File: src/hw/tile_buffer_macros.svh
`ifndef TILE_BUFFER_MACROS_SVH
`define TILE_BUFFER_MACROS_SVH

// Tile is square.
`define TILE_DIM   34

// Bits per pixel.
`define PIXEL_W    8

// Wide enough for 0..TILE_DIM-1.
`define TILE_IDX_W 6

`endif
File: src/hw/tile_buffer_pkg.sv
`include "tile_buffer_macros.svh"

package tile_buffer_pkg;

    // One pixel sample.
    typedef logic [`PIXEL_W-1:0] pixel_t;

    // Ascending packed range, so column 0 lands in the top byte.
    typedef pixel_t [0:`TILE_DIM-1] tile_row_t;

    // Row or column position inside a tile.
    typedef logic [`TILE_IDX_W-1:0] tile_idx_t;

endpackage

File: src/hw/pixel_write_addr.sv
`include "tile_buffer_macros.svh"

module pixel_write_addr
    import tile_buffer_pkg::*;
(
    input  logic      clk,
    input  logic      reset,
    input  logic      in_frame_start,
    input  logic      wr_any,
    output tile_idx_t wr_row,
    output tile_idx_t wr_col,
    output logic      tile_written
);

    localparam tile_idx_t last_idx = tile_idx_t'(`TILE_DIM - 1);

    logic last_col;
    logic last_pixel;

    assign last_col   = (wr_col == last_idx);
    assign last_pixel = last_col && (wr_row == last_idx);

    // Frame start wins over a write in the same cycle.
    assign tile_written = wr_any && last_pixel && !in_frame_start;

    always_ff @(posedge clk) begin
        if (reset) begin
            wr_row <= '0;
            wr_col <= '0;
        end else if (in_frame_start) begin
            wr_row <= '0; // Partial tile is dropped.
            wr_col <= '0;
        end else if (wr_any) begin
            if (last_col) begin
                wr_col <= '0;
                if (last_pixel) begin
                    wr_row <= '0;
                end else begin
                    wr_row <= wr_row + 1'b1;
                end
            end else begin
                wr_col <= wr_col + 1'b1;
            end
        end
    end

    a_pos_in_tile : assert property (
        @(posedge clk) disable iff (reset)
        (wr_col < `TILE_DIM) && (wr_row < `TILE_DIM)
    ) else $error("write position outside tile: row %0d col %0d", wr_row, wr_col);

endmodule

File: config.mk
export PLATFORM = sky130hd
export DESIGN_NAME = pixel_write_addr
export DESIGN_NICKNAME = d
export VERILOG_FILES = /design/src/hw/tile_buffer_pkg.sv /design/src/hw/pixel_write_addr.sv
export VERILOG_INCLUDE_DIRS = /design/src /design/src/hw
export SDC_FILE = /design/constraint.sdc
export NUM_CORES = 1
export LEC_CHECK = 0
export BUFFER_PORTS_ARGS = -buffer_cell sky130_fd_sc_hd__buf_2
export CAP_MARGIN = 20
export CORE_AREA = 3 3 41 43
export CTS_CLUSTER_SIZE = 30
export DETAILED_ROUTE_END_ITERATION = 6
export DIE_AREA = 0 0 44 46
export PLACE_DENSITY = 0.68
export SETUP_SLACK_MARGIN = 0.5
export SLEW_MARGIN = 20
export SYNTH_ARGS = -nofsm -noshare
export SYNTH_HDL_FRONTEND = slang
export SYNTH_SLANG_ARGS = --single-unit
File: constraint.sdc
create_clock -name clk -period 1.9 [get_ports clk]
set_clock_uncertainty 0.1 [all_clocks]
set_input_delay 0.095 -clock clk [delete_from_list [all_inputs] [get_ports clk]]
set_output_delay 0.095 -clock clk [all_outputs]
set_load 0.02 [all_outputs]
Word-level counts from Yosys, hierarchy flattened
Index checks and enable logic that the tools add are counted.
Storage, ports and cells
  RAM bits: 0
  ROM bits: 0
  memories kept: 0
  output and inout bits: 13
  input bits: 4
  logic and storage cells: 14
  bits in latches: 0
  flip-flop bits (word level): 12
Operators by class
  reduce and logical (&&, ||, !) cells: 6
  bitwise operators: 0
  divide/modulo/power cells: 0
  eq/ne operators: 2
  shift-type cells: 0
  multiplexer cells: 2
  $add $sub $neg: 2
  magnitude comparators: 0
  multipliers: 0
Operators by type and width (number)
  6-bit by 1-bit adder with 6-bit output (second input constant): 2
  6-bit equality test (second input constant): 2
  6-bit two-way mux: 2
  1-bit logical AND: 3
  2-bit AND reduction: 1
  2-bit OR reduction: 1
  1-bit logical NOT: 1

Depth between registers and ports, before layout
  depth in word-level cells: 4
  mapped depth: 6
  gate-level depth less buffers: 6

Worst setup path after synthesis
Ideal clock, no wire load.
  kind: register to output
  start point: register wr_row[0]
  end point: output port tile_written
  buffers on the path: 0
  data required time: 1705 ps
  arrival: 1621 ps
  setup slack: 84 ps
  stages on the path, launching flop included: 5
  cells stage by stage: dfxtp_1 ha_1 nand2_1 or4_1 nor3_1
On the way
  longest elaborated chain between the ends: 4
Ends and longest elaborated chain
  start, declared: RTL line pixel_write_addr.sv:10  | output tile_idx_t wr_row,
  start signal, assigned: RTL line pixel_write_addr.sv:39  | wr_row <= wr_row + 1'b1;
  6-bit equality test: RTL line pixel_write_addr.sv:21  | assign last_pixel = last_col && (wr_row == last_idx);
  1-bit logical AND: RTL line pixel_write_addr.sv:21
  1-bit logical AND (2 in series): RTL line pixel_write_addr.sv:24  | assign tile_written = wr_any && last_pixel && !in_frame_start;
  end, declared: RTL line pixel_write_addr.sv:12  | output logic tile_written
No other way between the ends.

Final worst setup path
  start point: register wr_row[1]
  end point: output port tile_written
The elaborated chain is that of the path after synthesis.

==> flow_summary.toml <==
[clock_network]
cts_tree = "yes"
htreeDepth = 1
clk_path_buf_depth = 2
numCtsBuffers = 3
clk_pin_slew_ns = 0.07
cts_hold_buf = 0
insertion_delay_ns = 0.28
cts_sinks = 12
cts_root_buffer = "clkbuf_4"

[synthesis]
synth.area.top_cells = "dfxtp_1 (38%), ha_1 (8.0%), xor2_1 (5.6%)"
synth_nets = 81
synth.yosys.warnings = 0
syn_avg_cell_area_um2 = 8.59
synthCells = 73
synth.distinct_cells = 26
synth-seq-cells = 12
synth_top_area_frac = 0.383
yosysSeqAreaShare = 0.383
syn_area_um2 = 627
synth_area_leader_cell = "dfxtp_1"

[pwr]
power_leakage_nw = 0.400
p_seq_frac = 0.559
peakVddDrop_uv = 354
powerDensity_nw_per_um2 = 459
sw_frac_of_total = 0.230
p_sw_w = 0.000102
comb_power_share = 0.069
clkPwrFrac = 0.372
p_int_w = 0.000340

[routing]
drt_iter0_drc = 7
wl_per_cell_um = 14.2
vias = 623
drt_first_pass_iters = 4
via_per_inst = 5.42
antenna_left = 0
drcViolationCount = 0
wirelength_um = 1640

[placed_design]
dp_hpwl_um = 1060
portBuffers = 16
place_congestion = 0.716

[global_routing]
grtUsageTotal = 0.169
grt_start_max_net_pins = 13
globalRouteOverflowTotal = 0
antenna_found_initial = 0
grt_pass1_vias = 566
grt_pass1_wl_um = 2440

[die]
fp.dieH_um = 46
rows = 13
io-pin-count = 17
dieArea_um2 = 2020
core-area_um2 = 1330
start_util = 0.470
die-width_um = 44

[setup_path]
cp.arrival_ns = 1.58
r2r_slack_ns = 0.34
cp_max_fo = 2
path_class = "flop to output pin"
regToRegStartpoint = "wr_col[1]$_SDFFE_PP0P_"
startpoint_type = "flop"
end_kind = "output pin"
crit_required_ns = 1.70
reg2reg_depth = 7
r2r_end = "wr_row[0]$_SDFFE_PP0P_"

[hold_path]
hold_path_depth = 3
hp-start = "wr_any"
holdPathEnd = "wr_col[0]$_SDFFE_PP0P_"
hold_path_class = "primary input to flop"

[timing]
setup_tns_ns = 0
worst-slew-pin-transition_ns = 0.513
timing.fmax_ghz = 0.565
setup_viol = 0
hold_viol = 0
fin_crit_ns = 1.77
maxSlewViolCount = 0
max_slew_margin = 0.655
rsz0062_at_grt = "yes"
finalCritPeriodShare = 0.932
fin_hold_ws_ns = 0.0432

[run_status]
status = "completed"

[flow_run]
drv_cap = 0

[cells_and_area]
antenna_cells = 0
syn2layout_area_growth_pct = 53.5
nNetsFinal = 109
drive_above_1_share = 0.560
layout_commonest_cell = "buf_2"
mostFrequentLayoutCells = "buf_2 (15), nand2_1 (7), nor2_1 (6), dfxtp_4 (6)"
-- cell type report --
cell class	count	area [µm²]
clock buffers	4	26.3
fillers	103	372
inverters	2	7.51
multi-input cells	58	472
flip-flops and latches	12	264
well taps	15	18.8
repair buffers	24	174
-- per-layer routing --
| layer | track usage | vias up | share of wire |
|---|---|---|---|
| met5 | 0 | - | 0 |
| met4 | 0.0542 | 0 | 0.018 |
| met3 | 0.0593 | 4 | 0.045 |
| met2 | 0.299 | 12 | 0.51 |
| met1 | 0.188 | 294 | 0.43 |
| li1 | - | 313 | - |
-- timing repair --
action | 4_1_cts | 5_1_grt
endpoints found under the setup margin | 6 | 12
setup buffers | 6 | 2
endpoints found under the hold margin | 0 | 0
resized for setup | 8 | 12
pin swaps | 5 | 7
-- worst max path at each step --
stage,start,endpoint,slack (ns)
after floorplan,wr_row[1]$_SDFFE_PP0P_,tile_written,0.40
after global placement,wr_row[1]$_SDFFE_PP0P_,tile_written,0.38
after detailed placement,wr_row[1]$_SDFFE_PP0P_,tile_written,0.34
after CTS,wr_row[1]$_SDFFE_PP0P_,tile_written,0.15
after global routing,wr_row[1]$_SDFFE_PP0P_,tile_written,0.08
final,wr_row[1]$_SDFFE_PP0P_,tile_written,0.13
-- logic make-up (layout without fill, tap and decap cells) --
family / after synthesis / after routing / synth area share
AND/OR/NAND/NOR: 41 / 41 / 0.373
flip-flops: 12 / 12 / 0.383
AO/OA/AOI/OAI: 8 / 8 / 0.0759
XOR/XNOR: 5 / 5 / 0.0699
adder cells (fa/ha/maj): 4 / 4 / 0.0798
buffers and inverters: 3 / 30 / 0.0180
-- registers in the layout (all words and copies together) (netlist names) --
| register | count |
|---|---|
| wr_col | 6 |
| wr_row | 6 |
-- critical path, cell delays in order, from the launching register on --
cell,delay [ns]
dfxtp_4,0.35
inv_2,0.06
ha_4,0.12
nand2_2,0.05
or4_4,0.44
nor3_4,0.14
buf_6,0.14
-- synthesized netlist by cell type --
library cell,instances
nor4_1,1
nand2b_1,2
nor2_1,6
or4_1,1
nand4_1,3
xnor2_1,1
nand2_1,9
or3_1,3
and2b_2,1
nand2_4,1
nand3_1,4
and2_4,1
inv_1,2
a41oi_1,1
clkbuf_1,1
a21oi_1,6
ha_1,4
nand3b_1,2
a311oi_1,1
nor3_1,3
and4bb_4,1
and3_1,1
or2_2,1
xor2_1,4
and2_1,1
dfxtp_1,12
-- power groups by stage --
stage	Sequential (W)	Clock (W)	Combinational [W]
after floorplan	0.000256	0	0.0000103
after global placement	0.000254	0	0.0000199
after detailed placement	0.000254	0	0.0000203
after CTS	0.000247	0.000164	0.0000250
after global routing	0.000247	0.000183	0.0000328
final	0.000247	0.000164	0.0000306
-- through the flow --
stage               instances  setup WS, ns  power, W  area, µm²   util
global placement          103         0.377  0.000274        781  0.585
CTS                       113         0.146  0.000437        895  0.671
floorplan                  73         0.396  0.000266        686      -
global route              115        0.0769  0.000464        962  0.721
detailed placement        103         0.344  0.000275        781  0.585
finish                    115         0.130  0.000442        962  0.721
Power figures use the tool's default switching activity.
