--- src/hw/tile_buffer_macros.svh ---
`ifndef TILE_BUFFER_MACROS_SVH
`define TILE_BUFFER_MACROS_SVH

// Tile is square.
`define TILE_DIM   34

// Bits per pixel.
`define PIXEL_W    8

// Wide enough for 0..TILE_DIM-1.
`define TILE_IDX_W 6

`endif
--- src/hw/tile_buffer_pkg.sv ---
`include "tile_buffer_macros.svh"

package tile_buffer_pkg;

    // One pixel sample.
    typedef logic [`PIXEL_W-1:0] pixel_t;

    // Ascending packed range, so column 0 lands in the top byte.
    typedef pixel_t [0:`TILE_DIM-1] tile_row_t;

    // Row or column position inside a tile.
    typedef logic [`TILE_IDX_W-1:0] tile_idx_t;

endpackage

--- src/hw/pingpong_ctrl.sv ---
`include "tile_buffer_macros.svh"

module pingpong_ctrl
    import tile_buffer_pkg::*;
(
    input  logic       clk,
    input  logic       reset,
    input  logic       in_pixel_valid,
    input  logic       tile_written,
    input  logic       tile_read_done,
    output logic [1:0] bank_wr_en,
    output logic       rd_bank,
    output logic       in_ready,
    output logic       tile_ready,
    output logic       overflow
);

    logic       wr_bank;  // Bank currently being filled.
    logic [1:0] full;     // Bank holds a complete tile.
    logic [1:0] full_nxt;
    logic       wr_ok;

    assign rd_bank    = ~wr_bank;
    assign in_ready   = ~full[wr_bank];
    assign tile_ready = full[rd_bank];

    assign wr_ok      = in_pixel_valid && in_ready;
    assign bank_wr_en = wr_ok ? (wr_bank ? 2'b10 : 2'b01) : 2'b00;

    // Full flags after this cycle's events.
    always_comb begin
        full_nxt = full;
        if (tile_written) begin
            full_nxt[wr_bank] = 1'b1;
        end
        if (tile_read_done) begin
            full_nxt[rd_bank] = 1'b0;
        end
    end

    always_ff @(posedge clk) begin
        if (reset) begin
            wr_bank  <= 1'b0;
            full     <= '0;
            overflow <= 1'b0;
        end else begin
            full <= full_nxt;
            // Swap once the filled tile has somewhere to go.
            if (full_nxt[wr_bank] && !full_nxt[rd_bank]) begin
                wr_bank <= rd_bank;
            end
            if (in_pixel_valid && !in_ready) begin
                overflow <= 1'b1; // Sticky until reset.
            end
        end
    end

    a_wr_en_onehot : assert property (
        @(posedge clk) disable iff (reset)
        $onehot0(bank_wr_en)
    ) else $error("both banks enabled for write");

    a_no_write_full : assert property (
        @(posedge clk) disable iff (reset)
        (bank_wr_en & full) == 2'b00
    ) else $error("write steered into a full bank");

    // Filling the last free bank while the other is still unread blocks input.
    a_backpressure : assert property (
        @(posedge clk) disable iff (reset)
        (tile_written && tile_ready && !tile_read_done) |=> !in_ready
    ) else $error("input not held off with both banks full");

endmodule

--- config.mk ---
export PLATFORM = sky130hd
export DESIGN_NAME = pingpong_ctrl
export DESIGN_NICKNAME = d
export VERILOG_FILES = /design/src/hw/tile_buffer_pkg.sv /design/src/hw/pingpong_ctrl.sv
export VERILOG_INCLUDE_DIRS = /design/src /design/src/hw
export SDC_FILE = /design/constraint.sdc
export NUM_CORES = 1
export LEC_CHECK = 0
export ABC_AREA = 1
export ABC_CLOCK_PERIOD_IN_PS = 1200
export BUFFER_PORTS_ARGS = -buffer_cell sky130_fd_sc_hd__buf_2
export CAP_MARGIN = 20
export CORE_AREA = 4 4 41 43
export DETAILED_ROUTE_END_ITERATION = 6
export DIE_AREA = 0 0 45 47
export PLACE_DENSITY_LB_ADDON = 0.08
export REMOVE_ABC_BUFFERS = 1
export SETUP_SLACK_MARGIN = 0.15
export SYNTH_ARGS = -nofsm -noshare
export SYNTH_HDL_FRONTEND = slang
export SYNTH_SLANG_ARGS = --single-unit
--- constraint.sdc ---
create_clock -name clk -period 1.2 [get_ports clk]
set_input_delay 0.18 -clock clk [delete_from_list [all_inputs] [get_ports clk]]
set_output_delay 0.18 -clock clk [all_outputs]
set_load 0.005 [all_outputs]
* Word-level counts from Yosys, hierarchy flattened
Cells that the tools add are included.
** Operators by class
- Magnitude comparators :: 4
- Multiplexer cells :: 16
- Bitwise logic cells :: 5
- Reductions and logical operators :: 6
** Operators with widths (number)
- $mux 1 :: 10
- $mux 2 :: 4
- $logic_and 1x1->1 :: 5
- $lt 1x2->1 const B :: 2
- $and 2x2->2 :: 1
- $demux 1 s1 :: 2
- $ge 1x1->1 const B :: 2
- $not 1->1 :: 2
- $not 2->2 :: 1
- $or 2x2->2 :: 1
- $logic_not 1->1 :: 1
** Storage, ports and cells
- Flip-flop bits (word level) :: 4
- Input bits :: 5
- Output and inout bits :: 6
- Word-level logic and storage cells :: 34

* Logic depth before layout (Yosys ltp)
- Depth after elaboration :: 12
- Depth in mapped cells :: 7

* Worst setup path after synthesis
Ideal clock, no wire load.
- Path type :: flip-flop to flip-flop
- From :: reg wr_bank
- To :: reg wr_bank
- Data arrival time :: 760 ps
- Data required time :: 1085 ps
- Path slack :: 325 ps
- Stages on the path, launching flop included :: 7
- Buffers on the path :: 1
- Cells stage by stage :: dfxtp_1 > buf_6 > inv_6 > nand2_4 > nand3_2 > a21oi_1 > nor2_1
** Between the ends
- Word-level cells in the longest chain between the ends :: 12
- Elaborated cells on any way between the ends :: 22
- Classes of those cells :: order compare: 4; mux: 10; bitwise: 4; reduce/logical: 4
** Ends and longest elaborated chain
- from (decl) :: line pingpong_ctrl.sv:18 : logic wr_bank;
- from (signal assigned) :: line pingpong_ctrl.sv:50 : wr_bank <= rd_bank;
- $not 1->1 (*) :: line pingpong_ctrl.sv:23 : assign rd_bank = ~wr_bank;
- via rd_bank :: line pingpong_ctrl.sv:12 : output logic rd_bank,
- $lt 1x2->1 (implied by the code) / $ge 1x1->1 (equally long branches) :: line pingpong_ctrl.sv:37 : full_nxt[rd_bank] = 1'b0;
- $logic_and 1x1->1 (implied by the code) :: line pingpong_ctrl.sv:37
- $mux 1 (implied by the code) :: line pingpong_ctrl.sv:37
- $demux 1 s1 :: line pingpong_ctrl.sv:37
- $not 2->2 (no line)
- $and 2x2->2 (no line)
- $mux 2 :: line pingpong_ctrl.sv:36 : if (tile_read_done) begin
- $mux 1 (implied by the code) (2 in a row) :: line pingpong_ctrl.sv:49 : if (full_nxt[wr_bank] && !full_nxt[rd_bank]) begin
- $logic_not 1->1 :: line pingpong_ctrl.sv:49
- $logic_and 1x1->1 :: line pingpong_ctrl.sv:49
The timed path passes the listed nets; every way through them passes the cells marked *. The select of a mux whose other input is x is not followed.
A chain may end at the register's enable or synchronous reset.

* Worst setup path after layout
- From :: reg wr_bank
- To :: out tile_ready
** Between the ends
- Word-level cells in the longest chain between the ends :: 2
** Ends and longest elaborated chain
- $mux 1 (implied by the code) (2 in a row) :: line pingpong_ctrl.sv:25 : assign tile_ready = full[rd_bank];
- to (decl) :: line pingpong_ctrl.sv:14 : output logic tile_ready,
No other way between the ends. The select of a mux whose other input is x is not followed.

==> reports/summary.txt <==
Layout Cells excl Fill - 65
post-synth top area share - 0.3265
Critical Path RT - 1.02 ns
clock sink count - 4
period utilisation layout - 0.9486
Detailed Place HPWL - 471.1 um
Tot GR Track Use - 0.06957
post-route design area - 404.1 um2
Slew headroom - 0.8722
Clock Pin Slew Worst Setup and Hold Paths - 0.04 ns
port bufs - 10
sw power - 150.9 uW
sequential share of power - 0.338
starting density of the core - 0.1885
Die Footprint - 2115 um2
Die H - 47 um
max_cap viols - 0
CTS Buffer Depth - 2
largest net degree at the start of global routing - 7
clk_skew - 0.002642 ns
HP Class - primary input to register
Gate power share - 0.353
Yosys reg bits - 4
first-pass GRT wire length - 993 um
Tmin final - 1.138 ns
leakage power - 0.0002038 uW
Syn Inst Count - 33
area added between synthesis and finish - 64.80%
Slew Viols, Final - 0
GRT overflow - 0
Synth Warn # - 0
CP arrival - 0.96 ns
placed inst area - 310.3 um2
Vias/cell - 3.892
ANT nets after route - 0
Root Driver - clkbuf_4
number of global-route vias before repair - 251
hold depth - 2
critical path class - register to output pin
synth top area cells - dfxtp_1, inv_1, a21oi_1
via count - 253
Syn Area/Cell - 7.431 um2
ys async rst share - 0
worst vdd ir - 0.0004615 V
mapped cell area - 245.2 um2
maximum clock frequency - 878.5 MHz
Worst R2R Path Depth - 5
Yosys cell types - 15
Setup TNS - 0 ns
DRC Markers - 0
final hold vios - 0
Clock power frac - 0.309
layout cells sized above 1 - 0.6600
Synth area leader - dfxtp_1
RSZ-0062 raised after global routing - true
ys flop type - dfxtp_1
clock buffer count from CTS - 3
fillers - 163
Post-synth EDFFs - 0
gpl congestion - 0.6234
overall power - 516.5 uW
hold_ws - 0.1599 ns
Internal Power - 365.6 uW
detail-routed net length per standard cell - 9.077 um
Seq/Total Area, Yosys - 0.3265
Worst-Skew Late Latency - 0.23 ns
CP Capture Type - output pin
final WL - 590 um
status - completed
# H-tree levels - 1
initial DRC count - 0
switch share - 0.2922
Core ar. - 1301 um2
worst-margin pin slew - 0.1905 ns
leading post-synthesis cells by instance count - inv_1, a21oi_1, dfxtp_1, nand2_1
initial antenna violation count - 0
Setup Viol. Count Final - 0
PwrDens - 1278 nW/um2
Chip Width - 45 um
Final #Nets - 57
CTS tree - yes
Antenna diodes - 0
count leader, synth - inv_1
row cnt - 13
Pre-Repair DR Iteration Count - 1
crit path launch type - register
cell total after placement - 58
crit path max fanout - 6
Boundary Pins - 11
state kept, by name (all words and copies together), names as in the netlist:
| register | cells |
|---|---|
| wr_bank | 1 |
| overflow | 1 |
| full | 2 |
timing repair:
| action | CTS | global route |
|---|---|---|
| setup endpoints to repair | 5 | 4 |
| hold buffers | 0 | 0 |
| buffers inserted | 2 | 2 |
| pin swaps | 2 | 2 |
| resized for setup | 7 | 6 |
logic make-up (layout without fill, tap and decap cells):
family          Yosys count  after routing  share of synthesized area
simple gates             14             14                     0.3418
buf+inv                   9             26                     0.1888
compound gates            6              6                     0.1428
flops                     4              4                     0.3265
through the flow:
step | worst slack [ns] | utilization
3_5_place_dp | 0.1137 | 0.2385
2_1_floorplan | 0.2216 | -
3_3_place_gp | 0.09405 | 0.2385
4_1_cts | 0.04346 | 0.2817
6_report | 0.06164 | 0.3106
5_1_grt | 0.01594 | 0.3106
path summary, 6_finish.rpt:
kind	startpoint	slack, ns	endpoint
worst min-delay path	tile_read_done	0.16	full[0]
worst max-delay path	wr_bank	0.06	tile_ready
worst max register to register	wr_bank	0.20	full[0]
worst min register to register	overflow	0.46	overflow
area by class of cell:
class | instances | area (um2) | share of cell area
Timing Repair Buffer | 15 | 100.1 | 0.2477
Clock buffer | 3 | 22.52 | 0.05573
Multi-Input combinational cell | 20 | 141.4 | 0.3498
Sequential cell | 4 | 86.33 | 0.2136
Inverter | 8 | 35.03 | 0.08669
Tap cell | 15 | 18.77 | 0.04644
power by group through the flow:
stage | Sequential [uW] | Combinational (uW) | Clock (uW)
detailed placement | 172 | 126 | 0
global placement | 174 | 127 | 0
CTS | 174 | 149 | 173
floorplan | 170 | 73.0 | 0
finish | 174 | 182 | 160
global route | 176 | 204 | 175
cell usage in the layout, fill, tap and decap left out:
cell / count
buf_2: 8
inv_1: 5
buf_4: 5
a21oi_1: 4
nand2_4: 3
clkbuf_4: 3
nand2_2: 2
inv_2: 2
nor2_1: 2
nand3_2: 2
a211oi_1: 2
dfxtp_2: 2
buf_6: 2
inv_6: 1
nor3_2: 1
nor3_1: 1
and2_4: 1
nand3_1: 1
nand2_1: 1
dfxtp_1: 1
dfxtp_4: 1
worst max-delay path, stage by stage (launching register included):
cell	delay (ns)
dfxtp_4	0.37
inv_6	0.08
nand2_4	0.04
and2_4	0.13
buf_6	0.10
per-layer routing:
| layer | global-route usage | up-vias | part of all wire | wire (um) |
|---|---|---|---|---|
| met3 | 0.02299 | 0 | 0.069 | 41 |
| met4 | 0.08772 | 0 | 0 | 0 |
| met5 | 0 | - | 0 | 0 |
| li1 | - | 139 | - | - |
| met2 | 0.09040 | 5 | 0.51 | 299 |
| met1 | 0.07973 | 109 | 0.42 | 249 |
(Power assumes the default switching activity.)
