## src/hw/tile_buffer_macros.svh

```systemverilog
`ifndef TILE_BUFFER_MACROS_SVH
`define TILE_BUFFER_MACROS_SVH

// Tile is square.
`define TILE_DIM   34

// Bits per pixel.
`define PIXEL_W    8

// Wide enough for 0..TILE_DIM-1.
`define TILE_IDX_W 6

`endif
```

## src/hw/tile_buffer_pkg.sv

```systemverilog
`include "tile_buffer_macros.svh"

package tile_buffer_pkg;

    // One pixel sample.
    typedef logic [`PIXEL_W-1:0] pixel_t;

    // Ascending packed range, so column 0 lands in the top byte.
    typedef pixel_t [0:`TILE_DIM-1] tile_row_t;

    // Row or column position inside a tile.
    typedef logic [`TILE_IDX_W-1:0] tile_idx_t;

endpackage

```

## src/hw/row_reader.sv

```systemverilog
`include "tile_buffer_macros.svh"

module row_reader
    import tile_buffer_pkg::*;
(
    input  logic      clk,
    input  logic      reset,
    input  logic      out_row_req,
    input  logic      tile_ready,
    input  logic      rd_bank,
    input  tile_row_t bank_row0,
    input  tile_row_t bank_row1,
    output tile_idx_t rd_row,
    output logic      tile_read_done,
    output logic      out_row_valid,
    output tile_row_t out_row
);

    localparam tile_idx_t last_idx = tile_idx_t'(`TILE_DIM - 1);

    logic req_ok;
    logic sel_q; // Bank that supplied the row in flight.

    assign req_ok         = out_row_req && tile_ready;
    assign tile_read_done = req_ok && (rd_row == last_idx);

    always_ff @(posedge clk) begin
        if (reset) begin
            rd_row <= '0;
        end else if (req_ok) begin
            if (rd_row == last_idx) begin
                rd_row <= '0;
            end else begin
                rd_row <= rd_row + 1'b1;
            end
        end
    end

    always_ff @(posedge clk) begin
        if (reset) begin
            out_row_valid <= 1'b0;
        end else begin
            out_row_valid <= req_ok;
        end
    end

    always_ff @(posedge clk) begin
        sel_q <= rd_bank;
    end

    // Lines up with the registered bank output.
    assign out_row = sel_q ? bank_row1 : bank_row0;

endmodule

```

## config.mk

```make
export PLATFORM = sky130hd
export DESIGN_NAME = row_reader
export DESIGN_NICKNAME = d
export VERILOG_FILES = /design/src/hw/tile_buffer_pkg.sv /design/src/hw/row_reader.sv
export VERILOG_INCLUDE_DIRS = /design/src /design/src/hw
export SDC_FILE = /design/constraint.sdc
export NUM_CORES = 1
export LEC_CHECK = 0
export BUFFER_PORTS_ARGS = -buffer_cell sky130_fd_sc_hd__buf_2
export CELL_PAD_IN_SITES_DETAIL_PLACEMENT = 1
export CELL_PAD_IN_SITES_GLOBAL_PLACEMENT = 2
export CORE_AREA = 2 2 322 324
export CTS_CLUSTER_SIZE = 10
export DETAILED_ROUTE_END_ITERATION = 8
export DIE_AREA = 0 0 324 326
export PLACE_DENSITY_LB_ADDON = 0.1
export SLEW_MARGIN = 20
export SYNTH_ARGS = -nofsm -noshare
export SYNTH_HDL_FRONTEND = slang
export SYNTH_SLANG_ARGS = --single-unit
```

## constraint.sdc

```tcl
create_clock -name clk -period 1.6 [get_ports clk]
set_input_delay 0.24 -clock clk [delete_from_list [all_inputs] [get_ports clk]]
set_output_delay 0.24 -clock clk [all_outputs]
set_load 0.01 [all_outputs]
```

# Word-level counts from Yosys, hierarchy flattened
# Index checks and enable logic that the tools add are counted.
# totals
memories	0
latchBits	0
elab_cells	9
output_inout_bits	280
rom_bits	0
input_bits	549
ram_bits	0
reg_bits	8
# classes
bitwise_logic	0
div_mod_pow	0
n_lt_le_gt_ge	0
muxes	2
n_eq_ne	1
n_reduce_logical	2
n_mul	0
shift	0
n_addsub	1
# ops
cell	count
$mux 272	1
$add 6x1->6 const B	1
$eq 6x6->1 const B	1
$mux 6	1
$logic_and 1x1->1	2

# Longest topological paths before layout
# Gate-level depths: netlist (run 1).
# logic_depth
word_depth	2
depth_mapped	4
depth_no_buf	4

# Worst setup path before layout (run 1)
# Ideal clock, no wire load.
# synth_timing
path_kind	register to output
start	reg rd_row[0]
end	out tile_read_done
required_ns	1.360
path_stages_with_launch	4
n_path_buf	0
arrival_time_ns	1.156
setup_slack_ns	0.204
cell_sequence	dfxtp_1 ha_1 nand3b_1 nor4b_1
# synth_via
elab_chain_cells	2
# synth_lines
element	line_no	text
start, declared	row_reader.sv:13	output tile_idx_t rd_row,
start signal, assigned	row_reader.sv:34	rd_row <= rd_row + 1'b1;
$eq 6x6->1	row_reader.sv:25	assign tile_read_done = req_ok && (rd_row == last_idx);
$logic_and 1x1->1	row_reader.sv:25	
end, declared	row_reader.sv:14	output logic tile_read_done,
# No other way between the ends.

==> reports/results.tsv, run 1 <==
stage	metric	value	unit
status	status	complete, but fails checks	
status	failing checks	negative setup slack	
routing	DR iter-0 viols	116	
routing	met1 WL	14.4	mm
floorplanning	die width	324	um
global_route	gr usage total	7.85	%
critical_path	crit-path cells	buf_12 > buf_4 > mux2_2 > buf_2	
yosys	Mapped Cells	341	
global_route	gr ovfl total	0	
timing	Final Max Slew Viols	0	
timing	fin crit share	113	%
global_route	vias in the first global route	7054	
timing	Slew headroom	79.4	%
worst_hold_path	worst min path class	in -> reg	
yosys	Synth top area share	54.9	%
final_layout	most frequent cells in the layout	766 x buf_2, 163 x mux2_2, 109 x mux2_4	
place	gpl congestion	0.782	
yosys	mapped cell area	3940	um^2
critical_path	worst endpoint required time	1.36	ns
timing	Worst Tran Pin Value	0.305	ns
place	DP Wirelength	42.8	mm
yosys	register area share after synthesis	4.07	%
global_route	initial antenna violation count	19	
critical_path	cell family with most CP delay	buffers and inverters	
critical_path	Worst Path Arrival	1.56	ns
floorplanning	Cell Rows	118	
floorplanning	Die ar.	106000	um^2
routing	Routed Antenna Nets	0	
final_layout	layout cells sized above 1	97.1	%
yosys	largest area contributor in the netlist	mux2_2	
routing	Routed wire per std cell	17.9	um
critical_path	critical path's slowest cell	dfxtp_4	
final_layout	Nets	1742	
routing	metal2 WL	27.8	mm
timing	final hold vios	0	
routing	# DRC	0	
timing	fmax	555	MHz
yosys	#FFs+latches synth	8	
floorplanning	Die Ht	326	um
routing	Vias/cell	2.48	
timing	clock period minus worst slack	1.80	ns
timing	setup ws final	-0.203	ns
final_layout	fin util	10.6	%
routing	Routed WL	46.3	mm
floorplanning	initial core utilization	3.84	%
yosys	Syn Area/Cell	11.5	um^2
yosys	Yosys cell types	22	
global_route	largest net degree at the start of global routing	26	
pwr	leakage power figure	5.43	nW
clocking	CTS buffer count	3	
routing	Top Metal Used	met5	
clocking	CTS tree	yes	
global_route	first-pass GRT wire length	57.9	mm
pwr	maximum vdd drop	176	uV
clocking	CTS hold repair buffers	0	
final_layout	fin area	10900	um^2
final_layout	most common cell after layout, fill and taps aside	buf_2	
timing	Final setup viols	271	
final_layout	Area Overhead vs Synth	176	%
place	DP Area	10000	um^2
critical_path	Buf/Inv on CP	3	
critical_path	CP Capture Type	primary output	
clocking	Clock transition at path regs	0.04	ns
place	PortBufs	828	
routing	Vias	6411	
timing	RSZ-0062 raised after global routing	true	
flow_run	total of max-cap violations	0	
yosys	syn nets	892	
critical_path	r2r setup slk	0.29	ns
floorplanning	I/O Pins	829	
critical_path	max incr delay on CP	0.37	ns
clocking	H-Tree Depth	1	
critical_path	crit-path max FO	17	
clocking	CTS root buf	clkbuf_16	
yosys	YS warnings	0	
critical_path	startpoint types	flop	
clocking	worst skew pair latency	0.24	ns
floorplanning	Core Area	103000	um^2
clocking	Max Root-Sink Buffers	2	
pwr	Pwr Density	335	nW/um^2
routing	DRT Pass-1 Iters	4	
timing	skew final	0.00461	ns
yosys	largest cells by area after synthesis	mux2_2 55%, mux2_4 31%, dfxtp_1 4.1%	
routing	Routed met3 length	3.92	mm
critical_path	WS Path Type	reg -> out	
clocking	clock sink total	8	
## cell usage after synthesis
cell and instances:
nand3_1 3, or3_1 3, and2_4 1, ha_1 2
xnor2_1 1, xor2_1 1, nand4_1 1, a21oi_1 3
nor2b_1 1, nand3b_1 1, o21ai_0 3, nor2_1 3
inv_1 2, buf_2 21, mux2_2 192, nand2_1 1
buf_6 10, mux2_4 80, a211oi_2 1, a31o_2 1
nor4b_1 2, dfxtp_1 8
## where the power goes
group / leakage (nW) / internal [mW] / switching, mW / total, mW
registers: 0.0657 / 0.206 / 0.00497 / 0.211
clock network: 0.0382 / 0.335 / 0.123 / 0.457
logic: 5.33 / 1.72 / 1.25 / 2.97
total: 5.43 / 2.26 / 1.37 / 3.63
## cell type report
cell class,instances,area (um^2)
fill,12305,91700
timing repair buffer,876,5170
multi-input combinational,300,3680
tap,1380,1730
sequential,8,164
clock buffer,4,78.8
antenna,15,37.5
inverter,2,7.51
## per-stage QoR
stage / hold slack [ns] / cells / TNS [ns] / setup slack (ns) / power, mW
finish: 0.101 / 2585 / -38.88 / -0.203 / 3.63
global placement: 0.347 / 2557 / 0 / 0.0194 / 3.00
CTS: 0.0939 / 2563 / -42.98 / -0.232 / 3.62
detailed placement: 0.345 / 2557 / -0.0107 / -0.0107 / 2.97
floorplan: 0.268 / 341 / 0 / 0.204 / 1.41
global route: 0.0963 / 2579 / -57.50 / -0.269 / 3.89
## timing repair
action | CTS | global route
cloned | 0 | 6
resized for setup | 76 | 35
endpoints found under the setup margin | 265 | 273
setup buffers | 2 | 1
## kinds of logic after synthesis
| kind of cell | count (synthesis) | synth area share (%) |
|---|---|---|
| muxes | 272 | 85.4 |
| buffers and inverters | 33 | 5.72 |
| and+or+nand+nor | 16 | 2.42 |
| AOI/OAI and AO/OA | 8 | 1.30 |
| DFF | 8 | 4.07 |
| xor gates and xnor gates | 2 | 0.445 |
| adders and majority gates | 2 | 0.635 |
## per-layer routing
metal	GRT usage (%)	up-vias
li1	-	3012
met1	6.44	2994
met2	17.5	383
met3	2.62	18
met4	0.614	4
met5	0.771	-
## path summary, 6_finish.rpt
check | from | endpoint | cells after the start
worst max register to register | rd_row[3] | rd_row[5] | 3
worst max-delay path | sel_q | out_row[137] | 4
worst min register to register | rd_row[5] | rd_row[5] | 2
worst min-delay path | rd_bank | sel_q | 1
## flip-flops by register name, summed over array words and instances (netlist names)
| name | count |
|---|---|
| sel_q | 1 |
| out_row_valid | 1 |
| rd_row | 6 |
## worst register-to-register path, cell delays in order, from the launching register on
cell and delay (ns):
dfxtp_1 0.48, nand4_1 0.22, or3_1 0.39, a21oi_1 0.14
Note: power is estimated with default switching activity, not from simulation.
==> inputs of run 2 (changes only) <==
--- a/config.mk
+++ b/config.mk
@@ -14,6 +14,7 @@
 export DETAILED_ROUTE_END_ITERATION = 8
 export DIE_AREA = 0 0 324 326
 export PLACE_DENSITY_LB_ADDON = 0.1
+export SKIP_LAST_GASP = 1
 export SLEW_MARGIN = 20
 export SYNTH_ARGS = -nofsm -noshare
 export SYNTH_HDL_FRONTEND = slang
==> run 2 against run 1 <==
Effect of this change: highest routed layer unchanged; routed wire length down 1.8%; design area fell by 5.5%; hold slack about the same; clock power barely moved; core utilization decreased by 0.59 points; sequential cell count unchanged; largest power group unchanged; first-iteration DRC count decreased by 6.0%; critical path depth did not move; sequential power about the same; the flow still finishes with violations (negative setup slack); via count down 0.97%; critical path type unchanged; power shrank 6.9%.
==> reports/results.tsv, run 2 (same netlist as run 1, synthesis figures left out) <==
stage	metric	value	unit	change
clocking	CTS root buf	clkbuf_16		
routing	Routed WL	45.5	mm	-1.8%
final_layout	most common cell after layout, fill and taps aside	buf_2		
floorplanning	initial core utilization	3.84	%	unchanged
place	Placement Setup Slack	-0.0107	ns	unchanged
critical_path	r2r setup slk	0.29	ns	about the same
routing	Routed met3 length	3.87	mm	-1.4%
final_layout	Area Overhead vs Synth	161	%	
timing	fmax	557	MHz	+0.43%
critical_path	WS Path Type	reg -> out		
clocking	Clock transition at path regs	0.04	ns	about the same
final_layout	Largest regs	rd_row (6), out_row_valid (1), sel_q (1)		
routing	Routed wire per std cell	17.6	um	-1.6%
timing	skew final	0.00461	ns	unchanged
floorplanning	Die ar.	106000	um^2	unchanged
critical_path	CP Capture Type	primary output		
routing	Routed Antenna Nets	0		unchanged
status	failing checks	negative setup slack		
timing	setup ws final	-0.195	ns	+0.00778 ns
final_layout	fin area	10300	um^2	-5.5%
place	gpl congestion	0.782		unchanged
timing	RSZ-0062 raised after global routing	true		
global_route	gr ovfl total	0		unchanged
final_layout	area of the multi-input gates	3570	um^2	-3.0%
clocking	H-Tree Depth	1		unchanged
routing	Vias/cell	2.46		-0.81%
floorplanning	die width	324	um	unchanged
floorplanning	Core Area	103000	um^2	unchanged
routing	Top Metal Used	met5		
clocking	clock sink total	8		unchanged
clocking	CTS tree	yes		
clocking	Max Root-Sink Buffers	2		unchanged
final_layout	# fillers	12357		+0.42%
worst_hold_path	worst min path class	in -> reg		
timing	Final Max Slew Viols	0		unchanged
global_route	first-pass GRT wire length	57.6	mm	-0.54%
routing	metal2 WL	27.6	mm	-0.76%
final_layout	max reg flops	6		unchanged
place	DP Wirelength	42.8	mm	unchanged
clocking	worst skew pair latency	0.24	ns	about the same
floorplanning	I/O Pins	829		unchanged
final_layout	layout cells sized above 1	97.1	%	about the same
final_layout	Largest Register	rd_row		
place	DP Area	10000	um^2	unchanged
critical_path	startpoint types	flop		
critical_path	worst endpoint required time	1.36	ns	about the same
status	status	complete, but fails checks		
global_route	vias in the first global route	6980		-1.0%
timing	total negative slack	-33.51	ns	+5.36 ns
routing	DR iter-0 viols	109		-6.0%
routing	met1 WL	13.9	mm	-3.6%
final_layout	Nets	1737		-0.29%
routing	# DRC	0		unchanged
critical_path	crit-path max FO	24		+7
final_layout	FF/Latch Area	164	um^2	unchanged
routing	Vias	6349		-0.97%
global_route	initial antenna violation count	19		unchanged
timing	clock period minus worst slack	1.80	ns	-0.00777 ns
place	PortBufs	828		unchanged
pwr	Pwr Density	330	nW/um^2	-1.4%
global_route	gr usage total	7.82	%	-0.026 points
routing	DRT Pass-1 Iters	4		unchanged
timing	Final setup viols	268		-1.1%
timing	Slew headroom	79.4	%	unchanged
final_layout	final cell count without fillers	2581		-0.15%
pwr	maximum vdd drop	176	uV	about the same
flow_run	total of max-cap violations	0		unchanged
timing	Worst Tran Pin Value	0.305	ns	unchanged
timing	final hold vios	0		unchanged
clocking	CTS hold repair buffers	0		unchanged
timing	fin crit share	112	%	-0.49 points
place	Cell Count Post-Placement	2557		unchanged
global_route	largest net degree at the start of global routing	26		unchanged
clocking	CTS buffer count	3		unchanged
pwr	leakage power figure	5.12	nW	-5.7%
critical_path	Worst Path Arrival	1.56	ns	about the same
final_layout	most frequent cells in the layout	827 x buf_2, 192 x mux2_2, 80 x mux2_4		
floorplanning	Die Ht	326	um	unchanged
floorplanning	Cell Rows	118		unchanged
run 2: cell count changes in the layout (fill, tap and decap cells not counted), sizes merged:
cell | previous run | this run
buf | 871 | 869
clkbuf | 9 | 6
diode | 15 | 16
run 2: per-layer routing:
layer / track usage, % / vias to the layer above
met4: 0.614 / 4
li1: - / 3003
met1: 6.39 / 2952
met5: 0.771 / -
met3: 2.63 / 14
met2: 17.5 / 376
run 2: what timing repair did:
action	4_1_cts	5_1_grt
setup buffers	2	0
gates cloned	0	2
endpoints found under the hold margin	0	0
gates resized for setup	11	1
endpoints found under the setup margin	265	273
run 2: worst max-delay path: stages (launching register included):
cell and delay [ns]:
dfxtp_4 0.38, buf_12 0.17, buf_16 0.21, mux2_2 0.35
buf_2 0.14
run 2: worst paths after layout:
| kind | from | end | cells after the start |
|---|---|---|---|
| max | sel_q | out_row[159] | 4 |
| min | rd_bank | sel_q | 1 |
| max reg2reg | rd_row[3] | rd_row[5] | 3 |
| min reg2reg | rd_row[5] | rd_row[5] | 2 |
run 2: final cells by class:
class | count | area share (%)
Sequential cell | 8 | 1.60
Multi-Input combinational cell | 300 | 34.8
Clock buffer | 4 | 0.768
Tap cell | 1380 | 16.8
Timing Repair Buffer | 871 | 45.6
Antenna cell | 16 | 0.390
Inverter | 2 | 0.0732
run 2: stage by stage:
stage	total power [mW]	utilization, %	hold slack (ns)
final	3.38	10.0	0.101
after global placement	3.00	9.76	0.347
after CTS	3.48	9.91	0.0939
after detailed placement	2.97	9.76	0.345
after floorplan	1.41	-	0.268
after global routing	3.64	9.98	0.0963
run 2: report_power, final:
group | internal [mW] | switching [mW] | leakage, nW
clock | 0.335 | 0.123 | 0.0383
combinational | 1.52 | 1.19 | 5.02
sequential | 0.206 | 0.00527 | 0.0657
==> inputs of run 3 (changes only) <==
--- a/config.mk
+++ b/config.mk
@@ -6,7 +6,7 @@
 export SDC_FILE = /design/constraint.sdc
 export NUM_CORES = 1
 export LEC_CHECK = 0
-export BUFFER_PORTS_ARGS = -buffer_cell sky130_fd_sc_hd__buf_2
+export BUFFER_PORTS_ARGS = -buffer_cell sky130_fd_sc_hd__buf_4
 export CELL_PAD_IN_SITES_DETAIL_PLACEMENT = 1
 export CELL_PAD_IN_SITES_GLOBAL_PLACEMENT = 2
 export CORE_AREA = 2 2 322 324
==> run 3 against run 2 <==
Effect of this change: the flow still finishes with violations (negative setup slack); setup slack worse by 0.024 ns; hold slack better by 0.0021 ns; register-to-register slack worse by 0.03 ns; critical path depth unchanged; global-route usage up 0.59 points; critical path type unchanged.
==> reports/results.tsv, run 3 (same netlist as run 1, synthesis figures left out) <==
stage	metric	value	unit	change
global_route	gr usage total	8.40	%	+0.59 points
status	failing checks	negative setup slack		
pwr	maximum vdd drop	241	uV	+37%
status	status	complete, but fails checks		
critical_path	Crit. Startpoint	sel_q		
critical_path	crit-path max FO	19		-21%
pwr	leakage power figure	5.78	nW	+13%
pwr	Sw Ratio	33.6	%	-5.4 points
final_layout	layout cells sized above 1	97.4	%	+0.31 points
critical_path	critical path endpoint	out_row[21]		
critical_path	Buf/Inv on CP	3		unchanged
flow_run	total of max-cap violations	0		unchanged
critical_path	max incr delay on CP	0.39	ns	about the same
floorplanning	I/O Pins	829		unchanged
pwr	Seq pwr share	5.3	%	-0.9 points
routing	Vias/cell	2.47		+0.40%
routing	DRT Pass-1 Iters	4		unchanged
critical_path	crit-path cells	buf_12 > buf_16 > mux2_2 > buf_4		
critical_path	worst r2r path cells	6		+3
pwr	total power	4.09	mW	+21%
timing	fmax	550	MHz	-1.3%
floorplanning	Core Area	103000	um^2	unchanged
place	DP Area	12000	um^2	+20%
routing	# DRC	0		unchanged
place	DP Wirelength	45.2	mm	+5.8%
global_route	largest net degree at the start of global routing	38		+46%
timing	final hold vios	0		unchanged
critical_path	WS Path Type	reg -> out		
floorplanning	Die Ht	326	um	unchanged
critical_path	cell family with most CP delay	buffers and inverters		
floorplanning	initial core utilization	3.84	%	unchanged
worst_hold_path	worst min path class	in -> reg		
global_route	first-pass GRT wire length	61.2	mm	+6.3%
critical_path	critical path's slowest cell	dfxtp_4		
timing	Worst Tran Pin Value	0.262	ns	-0.0435 ns
place	Cell Count Post-Placement	2546		-0.43%
routing	Routed wire per std cell	19.1	um	+8.2%
final_layout	Area Overhead vs Synth	211	%	
floorplanning	Die ar.	106000	um^2	unchanged
final_layout	fin area	12200	um^2	+19%
clocking	Clock transition at path regs	0.05	ns	about the same
final_layout	most common cell after layout, fill and taps aside	buf_4		
pwr	Pwr Density	334	nW/um^2	+1.3%
clocking	CTS buffer count	3		unchanged
pwr	Clock Power Share	11.5	%	-2.0 points
timing	Final Max Slew Viols	0		unchanged
global_route	vias in the first global route	7043		+0.90%
final_layout	most frequent cells in the layout	845 x buf_4, 192 x mux2_2, 80 x mux2_4		
floorplanning	Cell Rows	118		unchanged
final_layout	Nets	1725		-0.69%
critical_path	CP Capture Type	primary output		
place	gpl congestion	0.761		-2.7%
routing	Vias	6320		-0.46%
final_layout	Largest regs	rd_row (6), out_row_valid (1), sel_q (1)		
pwr	Logic pwr share	83.2	%	+3.0 points
timing	RSZ-0062 raised after global routing	true		
critical_path	Reg-to-Reg End	rd_row[4]		
clocking	worst skew pair latency	0.24	ns	about the same
clocking	clock sink total	8		unchanged
pwr	Pint	2.71	mW	+31%
timing	setup ws final	-0.219	ns	-0.0241 ns
critical_path	startpoint types	flop		
global_route	initial antenna violation count	11		-8
timing	skew final	0.00118	ns	-0.00344 ns
global_route	gr ovfl total	0		unchanged
timing	Slew headroom	82.3	%	+2.9 points
routing	Routed WL	48.8	mm	+7.3%
floorplanning	die width	324	um	unchanged
critical_path	CP Depth	4		unchanged
clocking	CTS tree	yes		
critical_path	Worst Path Arrival	1.58	ns	+0.02 ns
clocking	CTS hold repair buffers	0		unchanged
final_layout	final cell count without fillers	2559		-0.85%
clocking	CTS root buf	clkbuf_16		
timing	fin crit share	114	%	+1.5 points
final_layout	# fillers	12138		-1.8%
timing	Final setup viols	268		unchanged
critical_path	reg-to-reg critical path startpoint	rd_row[1]		
routing	DR iter-0 viols	85		-22%
final_layout	Largest Register	rd_row		
timing	clock period minus worst slack	1.82	ns	+0.0241 ns
routing	Routed Antenna Nets	0		unchanged
critical_path	r2r setup slk	0.26	ns	-0.03 ns
place	PortBufs	828		unchanged
clocking	H-Tree Depth	1		unchanged
clocking	Max Root-Sink Buffers	2		unchanged
pwr	Net Sw Power	1.37	mW	+4.0%
critical_path	worst endpoint required time	1.36	ns	about the same
final_layout	max reg flops	6		unchanged
## run 3: power groups by stage
| stage | Sequential (mW) | Combinational, mW | Clock (mW) |
|---|---|---|---|
| 3_3_place_gp | 0.216 | 3.49 | 0 |
| 6_report | 0.215 | 3.40 | 0.472 |
| 3_5_place_dp | 0.216 | 3.46 | 0 |
| 4_1_cts | 0.212 | 3.48 | 0.506 |
| 2_1_floorplan | 0.219 | 1.19 | 0 |
| 5_1_grt | 0.215 | 3.64 | 0.512 |
## run 3: per-layer routing
| layer | share of wire (%) | vias to the layer above | GRT usage (%) |
|---|---|---|---|
| met5 | 0.13 | - | 0 |
| met4 | 0.30 | 10 | 0.382 |
| met3 | 8.9 | 16 | 2.91 |
| met2 | 61 | 376 | 18.9 |
| met1 | 29 | 2945 | 6.94 |
| li1 | - | 2973 | - |
## run 3: final cells by class
class	count	area (um^2)	share of cell area (%)
timing repair buffer	859	6660	54.5
multi-input combinational	300	3570	29.2
tap	1380	1730	14.1
sequential	8	166	1.36
clock buffer	4	78.8	0.645
antenna	6	15.0	0.123
inverter	2	7.51	0.0614
## run 3: timing repair
action	4_1_cts	5_1_grt
buffers inserted	0	1
endpoints found under the setup margin	270	270
endpoints found under the hold margin	0	0
cloned	0	2
resized for setup	3	9
pin swaps	0	1
## run 3: worst min path at each step
stage	slack (ns)	startpoint	depth (start not counted)	endpoint
after floorplan	0.27	rd_bank	0	sel_q
after global placement	0.35	rd_bank	1	sel_q
after detailed placement	0.35	rd_bank	1	sel_q
after CTS	0.09	rd_bank	1	sel_q
after global routing	0.09	rd_bank	1	sel_q
final	0.10	rd_bank	1	sel_q
## run 3: per-stage QoR
| step | setup WS [ns] | TNS [ns] | util [%] | hold WS (ns) |
|---|---|---|---|---|
| 5_1_grt | -0.292 | -59.12 | 11.9 | 0.0944 |
| 2_1_floorplan | 0.204 | 0 | - | 0.268 |
| 3_5_place_dp | 0.0147 | 0 | 11.7 | 0.351 |
| 3_3_place_gp | 0.00871 | 0 | 11.7 | 0.353 |
| 6_report | -0.219 | -40.20 | 11.9 | 0.103 |
| 4_1_cts | -0.255 | -49.79 | 11.8 | 0.0933 |
